### src/hdl/debug_io_pkg.sv
package debug_io_pkg;

   //////////////////////////////////////////////////
   // Address map
   //////////////////////////////////////////////////

   typedef logic [9:0] io_addr_t;                      // Only the low 10 bits are decoded.

   localparam io_addr_t ADDR_HALT    = 10'h007;        // Write halts the processor.
   localparam io_addr_t ADDR_PRINTA  = 10'h3f0;        // Print the bus address.
   localparam io_addr_t ADDR_PRINTC  = 10'h3f1;        // Print a character.
   localparam io_addr_t ADDR_PRINTS  = 10'h3f2;        // Print signed decimal.
   localparam io_addr_t ADDR_PRINTU  = 10'h3f3;        // Print unsigned decimal.
   localparam io_addr_t ADDR_PRINTH  = 10'h3f4;        // Print hex.
   localparam io_addr_t ADDR_PRINTB  = 10'h3f5;        // Print binary.
   localparam io_addr_t ADDR_SPACE   = 10'h3f6;        // Print a space.
   localparam io_addr_t ADDR_NEWLINE = 10'h3f7;        // Print a newline.
   localparam io_addr_t ADDR_PASS    = 10'h3fe;        // Assertion passed.
   localparam io_addr_t ADDR_FAIL    = 10'h3ff;        // Assertion failed, halts too.

   localparam logic [15:0] READ_DEFAULT = 16'hbeef;    // Unmapped or unwritten read data.

   //////////////////////////////////////////////////
   // Bus request and record types
   //////////////////////////////////////////////////

   typedef struct packed {
      logic [15:0] addr;                               // Full bus address.
      logic [15:0] wdata;                              // Write data.
      logic        io;                                 // I/O space request.
      logic        rd;                                 // Read strobe.
      logic        wr;                                 // Write strobe.
   } bus_req_t;

   // Order follows addresses 0x3f0 to 0x3f7.
   typedef enum logic [2:0] {
      PRINT_ADDRESS,
      PRINT_CHAR,
      PRINT_SIGNED,
      PRINT_UNSIGNED,
      PRINT_HEX,
      PRINT_BINARY,
      PRINT_SPACE,
      PRINT_NEWLINE
   } print_kind_t;

   typedef struct packed {
      print_kind_t kind;                               // How the host formats the value.
      logic [15:0] value;                              // Address, data or fixed char code.
   } print_rec_t;

   typedef struct packed {
      io_addr_t    addr;                               // Decoded write address.
      logic [15:0] data;                               // Write data.
   } io_log_t;

endpackage

### src/hdl/debug_io.sv
module debug_io #(
   parameter int  SCRATCH_WORDS = 16,
   parameter int  PRINT_DEPTH   = 8,
   parameter int  LOG_DEPTH     = 4,
   localparam int IDX_W         = (SCRATCH_WORDS > 1) ? $clog2(SCRATCH_WORDS) : 1
) (
   input  logic                     nw,
   input  logic                     rst,
   input  debug_io_pkg::bus_req_t   req,
   input  logic                     print_pop,
   output debug_io_pkg::print_rec_t print_head,
   output logic                     print_empty,
   output logic                     print_overflow,
   input  logic                     log_pop,
   output debug_io_pkg::io_log_t    log_head,
   output logic                     log_empty,
   output logic                     log_overflow,
   output logic [15:0]              rdata,
   output logic                     rdata_valid,
   output logic                     nhalt,
   output logic [15:0]              pass_count,
   output logic [15:0]              fail_count
);

   logic                     halted;                   // Gates acceptance in the decoder.
   logic                     halt_evt;
   logic                     pass_evt;
   logic                     fail_evt;
   logic                     print_push;
   debug_io_pkg::print_rec_t print_rec;
   logic                     log_push;
   debug_io_pkg::io_log_t    log_rec;
   logic                     scratch_we;
   logic [IDX_W-1:0]         scratch_addr;
   logic [15:0]              scratch_data;
   logic                     rd_evt;
   debug_io_pkg::io_addr_t   rd_addr;

   //////////////////////////////////////////////////
   // Decoder
   //////////////////////////////////////////////////

   io_decode #(.SCRATCH_WORDS(SCRATCH_WORDS)) io_decode_i (
      .nw(nw), .rst(rst), .req(req), .halted(halted),
      .halt_evt(halt_evt), .pass_evt(pass_evt), .fail_evt(fail_evt),
      .print_push(print_push), .print_rec(print_rec),
      .log_push(log_push), .log_rec(log_rec),
      .scratch_we(scratch_we), .scratch_addr(scratch_addr), .scratch_data(scratch_data),
      .rd_evt(rd_evt), .rd_addr(rd_addr)
   );

   //////////////////////////////////////////////////
   // Host queues
   //////////////////////////////////////////////////

   event_fifo #(.payload_t(debug_io_pkg::print_rec_t), .DEPTH(PRINT_DEPTH)) print_fifo_i (
      .nw(nw), .rst(rst), .push(print_push), .din(print_rec), .pop(print_pop),
      .head(print_head), .empty(print_empty), .overflow(print_overflow)
   );

   event_fifo #(.payload_t(debug_io_pkg::io_log_t), .DEPTH(LOG_DEPTH)) log_fifo_i (
      .nw(nw), .rst(rst), .push(log_push), .din(log_rec), .pop(log_pop),
      .head(log_head), .empty(log_empty), .overflow(log_overflow)
   );

   //////////////////////////////////////////////////
   // Scratch and status
   //////////////////////////////////////////////////

   io_scratch #(.SCRATCH_WORDS(SCRATCH_WORDS)) io_scratch_i (
      .nw(nw), .rst(rst), .we(scratch_we), .waddr(scratch_addr), .wdata(scratch_data),
      .rd(rd_evt), .raddr(rd_addr), .rdata(rdata), .rdata_valid(rdata_valid)
   );

   halt_status halt_status_i (
      .nw(nw), .rst(rst), .halt_evt(halt_evt), .pass_evt(pass_evt), .fail_evt(fail_evt),
      .halted(halted), .nhalt(nhalt), .pass_count(pass_count), .fail_count(fail_count)
   );

endmodule

### src/hdl/event_fifo.sv
module event_fifo #(
   parameter type payload_t = logic [15:0],
   parameter int  DEPTH     = 8
) (
   input  logic     nw,
   input  logic     rst,
   input  logic     push,
   input  payload_t din,
   input  logic     pop,
   output payload_t head,
   output logic     empty,
   output logic     overflow
);

   localparam int AW = $clog2(DEPTH);                  // Index width.

   payload_t    mem [DEPTH];                           // Entry storage.
   logic [AW:0] wp;                                    // Write pointer with wrap bit.
   logic [AW:0] rp;                                    // Read pointer with wrap bit.
   logic        full;
   logic        do_push;
   logic        do_pop;

   //////////////////////////////////////////////////
   // Pointer compare
   //////////////////////////////////////////////////

   assign empty   = (wp == rp);
   assign full    = (wp[AW] != rp[AW]) && (wp[AW-1:0] == rp[AW-1:0]);
   assign do_pop  = pop && !empty;                     // Pop on empty is ignored.
   assign do_push = push && (!full || do_pop);         // Full with pop frees a slot.
   assign head    = mem[rp[AW-1:0]];                   // Oldest entry.

   always_ff @(posedge nw) begin
      if (do_push) begin
         mem[wp[AW-1:0]] <= din;
      end
   end

   always_ff @(posedge nw) begin
      if (rst) begin
         wp       <= '0;
         rp       <= '0;
         overflow <= 1'b0;
      end else begin
         if (do_push) begin
            wp <= wp + 1'b1;
         end
         if (do_pop) begin
            rp <= rp + 1'b1;
         end
         if (push && !do_push) begin
            overflow <= 1'b1;                          // Sticky until reset.
         end
      end
   end

endmodule

### src/hdl/halt_status.sv
module halt_status (
   input  logic        nw,
   input  logic        rst,
   input  logic        halt_evt,
   input  logic        pass_evt,
   input  logic        fail_evt,
   output logic        halted,
   output logic        nhalt,
   output logic [15:0] pass_count,
   output logic [15:0] fail_count
);

   assign nhalt = !halted;                             // Active low halt to the processor.

   //////////////////////////////////////////////////
   // Halt latch
   //////////////////////////////////////////////////

   always_ff @(posedge nw) begin
      if (rst) begin
         halted <= 1'b0;
      end else if (halt_evt) begin
         halted <= 1'b1;                               // Held until reset.
      end
   end

   //////////////////////////////////////////////////
   // Assertion counters
   //////////////////////////////////////////////////

   always_ff @(posedge nw) begin
      if (rst) begin
         pass_count <= '0;
         fail_count <= '0;
      end else begin
         if (pass_evt && (pass_count != '1)) begin
            pass_count <= pass_count + 16'd1;          // Saturates at 0xffff.
         end
         if (fail_evt && (fail_count != '1)) begin
            fail_count <= fail_count + 16'd1;
         end
      end
   end

endmodule

### src/hdl/io_decode.sv
module io_decode #(
   parameter int  SCRATCH_WORDS = 16,
   localparam int IDX_W         = (SCRATCH_WORDS > 1) ? $clog2(SCRATCH_WORDS) : 1
) (
   input  logic                     nw,
   input  logic                     rst,
   input  debug_io_pkg::bus_req_t   req,
   input  logic                     halted,
   output logic                     halt_evt,
   output logic                     pass_evt,
   output logic                     fail_evt,
   output logic                     print_push,
   output debug_io_pkg::print_rec_t print_rec,
   output logic                     log_push,
   output debug_io_pkg::io_log_t    log_rec,
   output logic                     scratch_we,
   output logic [IDX_W-1:0]         scratch_addr,
   output logic [15:0]              scratch_data,
   output logic                     rd_evt,
   output debug_io_pkg::io_addr_t   rd_addr
);

   debug_io_pkg::bus_req_t    req_q;                   // Request sampled at edge 0.
   logic                      acc_q;                   // Sampled request was accepted.
   debug_io_pkg::io_addr_t    a;                       // Masked address of sampled request.
   debug_io_pkg::print_kind_t print_kind;
   logic [15:0]               print_value;
   logic                      accept;
   logic                      wr_acc;                  // Accepted write.
   logic                      halting_q;               // Accepted halt or fail write in flight.
   logic                      is_print;
   logic                      is_generic;
   logic                      in_scratch;

   //////////////////////////////////////////////////
   // Acceptance and sampling
   //////////////////////////////////////////////////

   assign a         = req_q.addr[9:0];                 // Upper bits are not decoded.
   assign wr_acc    = acc_q && req_q.wr;
   assign halting_q = wr_acc && (a == debug_io_pkg::ADDR_HALT || a == debug_io_pkg::ADDR_FAIL);

   // Halt still in the pipeline blocks new requests too.
   assign accept = req.io && (req.rd ^ req.wr) && !halted && !halting_q && !halt_evt;

   always_ff @(posedge nw) begin
      req_q <= req;                                    // Payload, no reset.
      if (rst) begin
         acc_q <= 1'b0;
      end else begin
         acc_q <= accept;
      end
   end

   //////////////////////////////////////////////////
   // Classification
   //////////////////////////////////////////////////

   assign is_print   = (a >= debug_io_pkg::ADDR_PRINTA) && (a <= debug_io_pkg::ADDR_NEWLINE);
   assign is_generic = !is_print && (a != debug_io_pkg::ADDR_HALT) &&
                       (a != debug_io_pkg::ADDR_PASS) && (a != debug_io_pkg::ADDR_FAIL);
   assign in_scratch = int'(a) < SCRATCH_WORDS;        // Word backed by the register file.
   assign print_kind = debug_io_pkg::print_kind_t'(a[2:0]);

   always_comb begin
      case (print_kind)
         debug_io_pkg::PRINT_ADDRESS: print_value = req_q.addr;  // Full 16-bit address.
         debug_io_pkg::PRINT_SPACE:   print_value = 16'd32;
         debug_io_pkg::PRINT_NEWLINE: print_value = 16'd10;
         default:                     print_value = req_q.wdata;
      endcase
   end

   always_ff @(posedge nw) begin
      if (rst) begin
         halt_evt   <= 1'b0;
         pass_evt   <= 1'b0;
         fail_evt   <= 1'b0;
         print_push <= 1'b0;
         log_push   <= 1'b0;
         scratch_we <= 1'b0;
         rd_evt     <= 1'b0;
      end else begin
         halt_evt   <= halting_q;                      // Fail halts as well.
         pass_evt   <= wr_acc && (a == debug_io_pkg::ADDR_PASS);
         fail_evt   <= wr_acc && (a == debug_io_pkg::ADDR_FAIL);
         print_push <= wr_acc && is_print;
         log_push   <= wr_acc && is_generic;
         scratch_we <= wr_acc && is_generic && in_scratch;
         rd_evt     <= acc_q && req_q.rd;              // Any I/O read.
      end
   end

   always_ff @(posedge nw) begin
      print_rec.kind  <= print_kind;
      print_rec.value <= print_value;
      log_rec.addr    <= a;
      log_rec.data    <= req_q.wdata;
      scratch_addr    <= a[IDX_W-1:0];
      scratch_data    <= req_q.wdata;
      rd_addr         <= a;
   end

endmodule

### src/hdl/io_scratch.sv
module io_scratch #(
   parameter int  SCRATCH_WORDS = 16,
   localparam int IDX_W         = (SCRATCH_WORDS > 1) ? $clog2(SCRATCH_WORDS) : 1
) (
   input  logic                   nw,
   input  logic                   rst,
   input  logic                   we,
   input  logic [IDX_W-1:0]       waddr,
   input  logic [15:0]            wdata,
   input  logic                   rd,
   input  debug_io_pkg::io_addr_t raddr,
   output logic [15:0]            rdata,
   output logic                   rdata_valid
);

   logic [15:0] mem [SCRATCH_WORDS];                   // Scratch words.
   logic        in_range;                              // Read hits a scratch word.

   assign in_range = int'(raddr) < SCRATCH_WORDS;

   //////////////////////////////////////////////////
   // Write port
   //////////////////////////////////////////////////

   always_ff @(posedge nw) begin
      if (rst) begin
         for (int i = 0; i < SCRATCH_WORDS; i++) begin
            mem[i] <= debug_io_pkg::READ_DEFAULT;      // Unwritten words read 0xbeef.
         end
      end else if (we) begin
         mem[waddr] <= wdata;
      end
   end

   //////////////////////////////////////////////////
   // Read port
   //////////////////////////////////////////////////

   always_ff @(posedge nw) begin
      if (rd) begin
         rdata <= in_range ? mem[raddr[IDX_W-1:0]] : debug_io_pkg::READ_DEFAULT;
      end                                              // Otherwise hold last read.
   end

   always_ff @(posedge nw) begin
      if (rst) begin
         rdata_valid <= 1'b0;
      end else begin
         rdata_valid <= rd;                            // One cycle per read.
      end
   end

endmodule

### config.mk
export PLATFORM = sky130hd
export DESIGN_NAME = debug_io
export DESIGN_NICKNAME = d
export VERILOG_FILES = /design/src/hdl/debug_io_pkg.sv /design/src/hdl/debug_io.sv /design/src/hdl/event_fifo.sv /design/src/hdl/halt_status.sv /design/src/hdl/io_decode.sv /design/src/hdl/io_scratch.sv
export SDC_FILE = /design/constraint.sdc
export NUM_CORES = 1
export LEC_CHECK = 0
export ABC_AREA = 0
export BUFFER_PORTS_ARGS = -buffer_cell sky130_fd_sc_hd__buf_4
export CORE_MARGIN = 2
export CORE_UTILIZATION = 50
export DETAILED_ROUTE_END_ITERATION = 10
export GPL_ROUTABILITY_DRIVEN = 1
export PLACE_DENSITY = 0.65
export SETUP_SLACK_MARGIN = 0.3
export SYNTH_ARGS = -nofsm -noshare
export SYNTH_HDL_FRONTEND = slang
export SYNTH_SLANG_ARGS = --single-unit
### constraint.sdc
create_clock -name nw -period 8.6 [get_ports nw]
set_input_delay 0 -clock nw [delete_from_list [all_inputs] [get_ports nw]]
set_output_delay 0 -clock nw [all_outputs]
set_load 0.01 [all_outputs]
==> summary.txt, run 1 <==
STA
  • Max Transition Viols Final: 0
  • Final worst path period share: 38.1%
  • Max-Slew Margin vs Limit: 21.4%
  • Worst Tran Pin Value: 1.18 ns
  • Final hold violation count: 0
  • Final setup fails: 0
  • RSZ-0062 raised after global routing: no
  • Setup TNS: 0 ns
  • Worst Skew: 0.0246 ns
  • Final min period: 3.28 ns
  • Hold Slack: 0.0527 ns
  • Highest clock rate: 305 MHz

Logic synthesis
  • Area contributors post-synth: edfxtp_1, mux4_2, dfxtp_1
  • Count of cell types in the netlist: 62
  • Avg Inst Size Synth: 16.5 sq um
  • Number of synthesized flops with an enable pin: 528
  • Fraction of registers with async set/reset: 0%
  • Syn Inst Count: 1596
  • Post-Syn Nets: 1644
  • Yosys warns: 0
  • Area fraction of the dominant cell type after synthesis: 60.2%
  • Ys flop type: edfxtp_1
  • Synthesized cell area: 0.0263 sq mm
  • Seq cells post-synth: 667
  • Largest area contributor in the netlist: edfxtp_1
  • Seq/Total Area, Yosys: 70.8%

Placed design
  • Routability cong.: 0.814
  • Post-DP HPWL: 39.0 mm
  • Post-DP Area: 0.0281 sq mm
  • Port bufs: 137

Pwr
  • Design Power: 6660 uW
  • Power density over cell area: 217 mW/mm^2
  • Peak supply drop: 0.000137 V
  • Leakage power: 0.00955 uW

Cells and area
  • Area grow syn2layout: 16.4%
  • Final core occ: 58.6%
  • Final #Nets: 1820
  • Layout cells sized above 1: 33.3%
  • Final Cell Area: 0.0307 sq mm

Setup path
  • CP Launch Type: flip-flop
  • WP data arrival: 3.40 ns
  • Worst r2r path cells: 4
  • Reg2Reg Setup Slack: 5.32 ns
  • Worst setup EP type: flip-flop
  • Worst EP required: 8.72 ns
  • Highest fanout seen on the critical path: 76
  • Crit Path Category: flip-flop to flip-flop

Min path
  • Hold path depth: 2
  • Hold Path Class: input port to flip-flop

Run status
  • Status: finished clean

CTS
  • Number of CTS-inserted buffers: 69
  • Later-pin clock latency in the skew report: 0.60 ns
  • Reg clk slew, reported paths: 0.06 ns
  • Post-CTS sizing: 0
  • Clock Sinks: 667
  • Root Driver: clkbuf_16
  • Maximum clock insertion buffer count: 3
  • CTS tree: built
  • CTS H-tree lvls: 3

Job
  • Max-Cap Viols: 0

Drt
  • DRT iter0 DRCs: 1490
  • Via Count: 14760
  • Routed Antenna Nets: 0
  • DRC Markers: 0
  • Drt first pass iters: 5
  • Wire per inst: 25.3 microns
  • Post-Route WL: 63.6 mm
  • DR vias/cell: 5.87

Floorplan
  • Die width: 234 microns
  • Die Ht: 234 microns
  • Core footprint: 0.0523 sq mm
  • Row cnt: 84
  • Full die area: 0.0545 sq mm
  • Number of I/O pins: 138
  • Initial Util: 50.3%

GRT
  • Largest net degree at the start of global routing: 77
  • First-pass GRT wire length: 93.7 mm
  • GRT overflow: 0
  • Number of global-route vias before repair: 14702
  • Initial antenna violation count: 3
  • Total GRT Usage: 23.6%
==> layout make-up <==
| class | count | area, sq um |
|---|---|---|
| inverter | 26 | 97.6 |
| multi-input combinational | 803 | 7230 |
| timing repair buffer | 205 | 1640 |
| clock inverter | 31 | 245 |
| sequential | 667 | 18600 |
| tap | 688 | 861 |
| antenna | 2 | 5.00 |
| clock buffer | 94 | 1930 |
| fill | 3898 | 21700 |
==> through the flow <==
| stage | instances | setup WS [ns] |
|---|---|---|
| after detailed placement | 2350 | 5.39 |
| after CTS | 2514 | 5.36 |
| final | 2516 | 5.32 |
| after global routing | 2514 | 5.27 |
| after floorplan | 1596 | 5.22 |
| after global placement | 2350 | 5.41 |
==> flip-flops by register name, indices dropped and copies added, names as in the netlist, 3 cells and up, named ones only <==
signal,count
halt_status_i.fail_count,16
halt_status_i.pass_count,16
io_decode_i.a,10
io_decode_i.log_rec,24
io_decode_i.print_rec,18
io_decode_i.req_q,24
io_scratch_i.mem,256
io_scratch_i.rdata,16
log_fifo_i.mem,104
log_fifo_i.rp,3
log_fifo_i.wp,3
print_fifo_i.mem,152
print_fifo_i.rp,4
print_fifo_i.wp,4
==> cells in the final DEF (no fill, tap or decap), types with 7 or more instances in the layout <==
cell | synthesis | routed
nand2b_1 | 31 | 31
a21oi_1 | 27 | 26
buf_4 | 4 | 166
a22oi_1 | 39 | 39
nand3_1 | 23 | 23
edfxtp_1 | 528 | 528
o21ai_0 | 31 | 31
nor4_1 | 15 | 11
or2_2 | 158 | 158
clkbuf_16 | 0 | 71
nor2b_1 | 12 | 12
inv_1 | 26 | 26
dlygate4sd3_1 | 0 | 39
dfxtp_1 | 139 | 135
mux4_2 | 128 | 128
nand2_1 | 38 | 38
or3_1 | 55 | 55
ha_1 | 9 | 9
mux2_2 | 26 | 26
or4_1 | 9 | 9
clkbuf_1 | 69 | 16
clkbuf_8 | 0 | 7
o31ai_1 | 8 | 8
nor2_1 | 83 | 79
nor3_1 | 26 | 24
clkinv_2 | 0 | 16
nand4_1 | 8 | 8
xor2_1 | 12 | 12
==> logic make-up (layout without fill, tap and decap cells) <==
kind of cell | count (synthesis) | count (layout) | synth area share, %
adders and majority gates | 9 | 9 | 0.428
other | 0 | 2 | 0
AOI/OAI and AO/OA | 136 | 136 | 3.52
xor gates and xnor gates | 14 | 14 | 0.466
buffers and inverters | 126 | 356 | 1.98
and+or+nand+nor | 484 | 484 | 10.6
muxes | 160 | 160 | 12.3
DFF | 667 | 667 | 70.8
==> power breakdown <==
part           internal, uW  total (uW)  leakage (uW)  switching, uW
sequential             3510        3590       0.00556           73.5
clock                  1650        2890       0.00108           1240
combinational          77.1         187       0.00291            110
total                  5240        6660       0.00955           1420
==> cells in the mapped netlist (6+ instances only) <==
library cell and count:
xor2_1 12, nor2b_1 12, a22oi_1 39, nand2_1 38, or2_2 158, nor4_1 15
or3_1 55, or4_1 9, edfxtp_1 528, ha_1 9, dfxtp_1 139, clkbuf_1 69
nand3_1 23, o31ai_1 8, mux4_2 128, nor3_1 26, nand2b_1 31, mux2_2 26
mux2i_1 6, o21ai_0 31, buf_1 6, a21oi_1 27, nand4_1 8, buf_2 19
nor2_1 83, inv_1 26
==> what timing repair did <==
action                    4_1_cts  5_1_grt
hold endpoints to repair       53        0
hold buffers                   39        0
buffers inserted                0        0
==> final timing paths <==
check                           endpoint                      start
setup / recovery  io_scratch_i.mem[1][2]  io_decode_i.print_rec[17]
hold / removal     io_decode_i.req_q[13]                    req[13]
setup reg to reg  io_scratch_i.mem[1][2]  io_decode_i.print_rec[17]
hold reg to reg   io_decode_i.log_rec[2]       io_decode_i.req_q[5]
==> per-layer routing <==
metal  global-route usage [%]  wire length [microns]  vias to the layer above
li1                         -                      -                     6505
met1                     32.4                  26000                     7553
met2                     38.4                  31300                      603
met3                     3.72                   4590                       99
met4                     7.99                   1670                        0
met5                        0                      0                        -
==> critical path, cell delays in order, from the launching register on <==
cell and delay [ns]:
dfxtp_4 0.36, buf_4 0.80, and4bb_2 0.35, nand2_1 0.52, nand2b_1 0.71
Note: power is estimated with default switching activity, not from simulation.
==> inputs of run 2 (changes only) <==
==> constraint.sdc (replaced) <==
create_clock -name nw -period 3.3 [get_ports nw]
set_input_delay 0 -clock nw [delete_from_list [all_inputs] [get_ports nw]]
set_output_delay 0 -clock nw [all_outputs]
set_load 0.01 [all_outputs]
==> summary.txt, run 2 (same netlist as run 1, synthesis figures left out) <==
Cells and area
  • Biggest register: io_scratch_i.mem
  • Fillers: 3935 (+0.95%)
  • Final #Nets: 1844 (+1.3%)
  • Commonest cells after routing, fill and taps aside: edfxtp_1, buf_4, or2_2, dfxtp_1, mux4_2
  • Max FFs per register: 256 (unchanged)
  • Area grow syn2layout: 16.9%
  • Commonest non-fill, non-tap cell in the layout: edfxtp_1
  • Layout cells sized above 1: 33.7% (+0.36 points)
  • Largest regs: io_scratch_i.mem (256), print_fifo_i.mem (152), log_fifo_i.mem (104)
  • Final core occ: 58.8% (+0.26 points)

Drt
  • DR vias/cell: 5.75 (-2.1%)
  • DRT iter0 DRCs: 1235 (-17%)
  • Via Count: 14594 (-1.1%)
  • Wire per inst: 23.4 microns (-7.6%)
  • Drt first pass iters: 5 (unchanged)
  • Routed Antenna Nets: 0 (unchanged)
  • DRC Markers: 0 (unchanged)
  • Post-Route WL: 59.3 mm (-6.7%)

CTS
  • Reg clk slew, reported paths: 0.06 ns (about the same)
  • Post-CTS sizing: 0 (unchanged)
  • CTS H-tree lvls: 3 (unchanged)
  • Root Driver: clkbuf_16
  • Later-pin clock latency in the skew report: 0.60 ns (about the same)
  • CTS tree: built
  • Clock Sinks: 667 (unchanged)
  • Maximum clock insertion buffer count: 3 (unchanged)
  • Number of CTS-inserted buffers: 68 (-1.4%)

STA
  • Final setup fails: 0 (unchanged)
  • Final worst path period share: 81.7% (+44 points)
  • Final min period: 2.70 ns (-0.582 ns)
  • Highest clock rate: 371 MHz (+22%)
  • Max-Slew Margin vs Limit: 36.0% (+15 points)
  • RSZ-0062 raised after global routing: no
  • Setup TNS: 0 ns (unchanged)
  • Max Transition Viols Final: 0 (unchanged)
  • Final hold violation count: 0 (unchanged)
  • Worst Tran Pin Value: 0.959 ns (-0.219 ns)
  • Worst Skew: 0.0295 ns (+0.00483 ns)

Placed design
  • Routability cong.: 0.839 (+3.1%)
  • Post-DP HPWL: 36.6 mm (-6.2%)
  • Port bufs: 137 (unchanged)

GRT
  • Largest net degree at the start of global routing: 55 (-29%)
  • Initial antenna violation count: 1 (-2)
  • Total GRT Usage: 22.2% (-1.3 points)
  • Number of global-route vias before repair: 14494 (-1.4%)
  • First-pass GRT wire length: 89.7 mm (-4.4%)
  • GRT overflow: 0 (unchanged)

Floorplan
  • Row cnt: 84 (unchanged)
  • Core footprint: 0.0523 sq mm (unchanged)
  • Number of I/O pins: 138 (unchanged)
  • Full die area: 0.0545 sq mm (unchanged)
  • Die width: 234 microns (unchanged)
  • Die Ht: 234 microns (unchanged)
  • Initial Util: 50.3% (unchanged)

Setup path
  • WP buf/inv: 1 (unchanged)
  • Worst setup EP type: flip-flop
  • Highest fanout seen on the critical path: 14 (-82%)
  • Delay-heaviest family, CP: simple AND/OR/NAND/NOR gates
  • Crit Path Category: flip-flop to flip-flop
  • Max stage delay on crit path: 0.63 ns (-0.17 ns)
  • Worst r2r path cells: 5 (+1)
  • CP Launch Type: flip-flop
  • Cell Chain, Critical Path: xor2_1, or3_1, o21ai_1, nor4_2, buf_4
  • Slowest-stage cell, CP: nor4_2
  • Reg2Reg Setup Slack: 0.60 ns (-4.72 ns)
  • RR Startpoint: print_fifo_i.wp[0]
  • WP data arrival: 2.97 ns (-0.43 ns)
  • R2R Path End: print_fifo_i.mem[6][7]
  • Worst EP required: 3.57 ns (-5.15 ns)

Job
  • Max-Cap Viols: 0 (unchanged)

Pwr
  • Power density over cell area: 555 mW/mm^2 (+160%)
  • Peak supply drop: 0.000351 V (+160%)
  • Leakage power: 0.00962 uW (+0.79%)

Min path
  • Hold path depth: 2 (unchanged)
  • Hold Path Sink: io_decode_i.req_q[3]
  • Hold Path Class: input port to flip-flop
  • Origin of the worst min-delay path: req[3]

Run status
  • Status: finished clean
==> run 2: layer usage <==
| metal | GRT usage (%) | part of all wire, % |
|---|---|---|
| met1 | 30.3 | 42 |
| met2 | 37.3 | 50 |
| met3 | 3.43 | 5.6 |
| met4 | 6.27 | 1.8 |
| met5 | 0 | 0 |
==> run 2: through the flow <==
stage	hold slack [ns]	cells	cell area, sq um	worst slack (ns)	power [uW]
after floorplan	0.0277	1596	26300	-0.0790	9690
after global placement	0.104	2375	28300	0.609	9960
after detailed placement	0.106	2375	28300	0.592	9960
after CTS	0.0242	2539	30800	0.575	17200
after global routing	0.0431	2539	30800	0.376	17600
final	0.0507	2540	30800	0.604	17100
==> run 2: how the worst max path moves through the flow <==
stage                        from                 endpoint  slack (ns)  cells past startpoint
2_1_floorplan  print_fifo_i.wp[1]   print_fifo_i.mem[4][0]       -0.08                      5
3_3_place_gp   print_fifo_i.wp[0]   print_fifo_i.mem[6][1]        0.61                      5
3_5_place_dp   print_fifo_i.wp[0]   print_fifo_i.mem[6][7]        0.59                      5
4_1_cts        print_fifo_i.wp[0]  print_fifo_i.mem[6][14]        0.58                      5
5_1_grt        print_fifo_i.wp[0]   print_fifo_i.mem[6][7]        0.38                      5
6_report       print_fifo_i.wp[0]   print_fifo_i.mem[6][7]        0.60                      5
==> run 2: area by class of cell <==
class / count / area [sq um] / area share (%)
Clock inverter: 29 / 191 / 0.622
Multi-Input combinational cell: 803 / 7230 / 23.5
Sequential cell: 667 / 18600 / 60.6
Timing Repair Buffer: 230 / 1850 / 6.01
Clock buffer: 96 / 1910 / 6.21
Tap cell: 688 / 861 / 2.80
Inverter: 26 / 97.6 / 0.317
Antenna cell: 1 / 2.50 / 0.00813
==> run 2: timing repair <==
action                    CTS  global route
hold buffers               39             0
hold endpoints to repair   64             0
setup buffers               0             0
==> run 2: worst register-to-register path, stage by stage (launching register included) <==
cell and delay, ns:
dfxtp_1 0.59, xor2_1 0.35, or3_1 0.21, o21ai_1 0.20
nor4_2 0.63, buf_4 0.40
==> run 2: power by group <==
group	internal [uW]	leakage, uW	switching [uW]
Combinational	214	0.00303	287
Sequential	9150	0.00556	169
Clock	4150	0.00103	3120
Total	13500	0.00962	3580
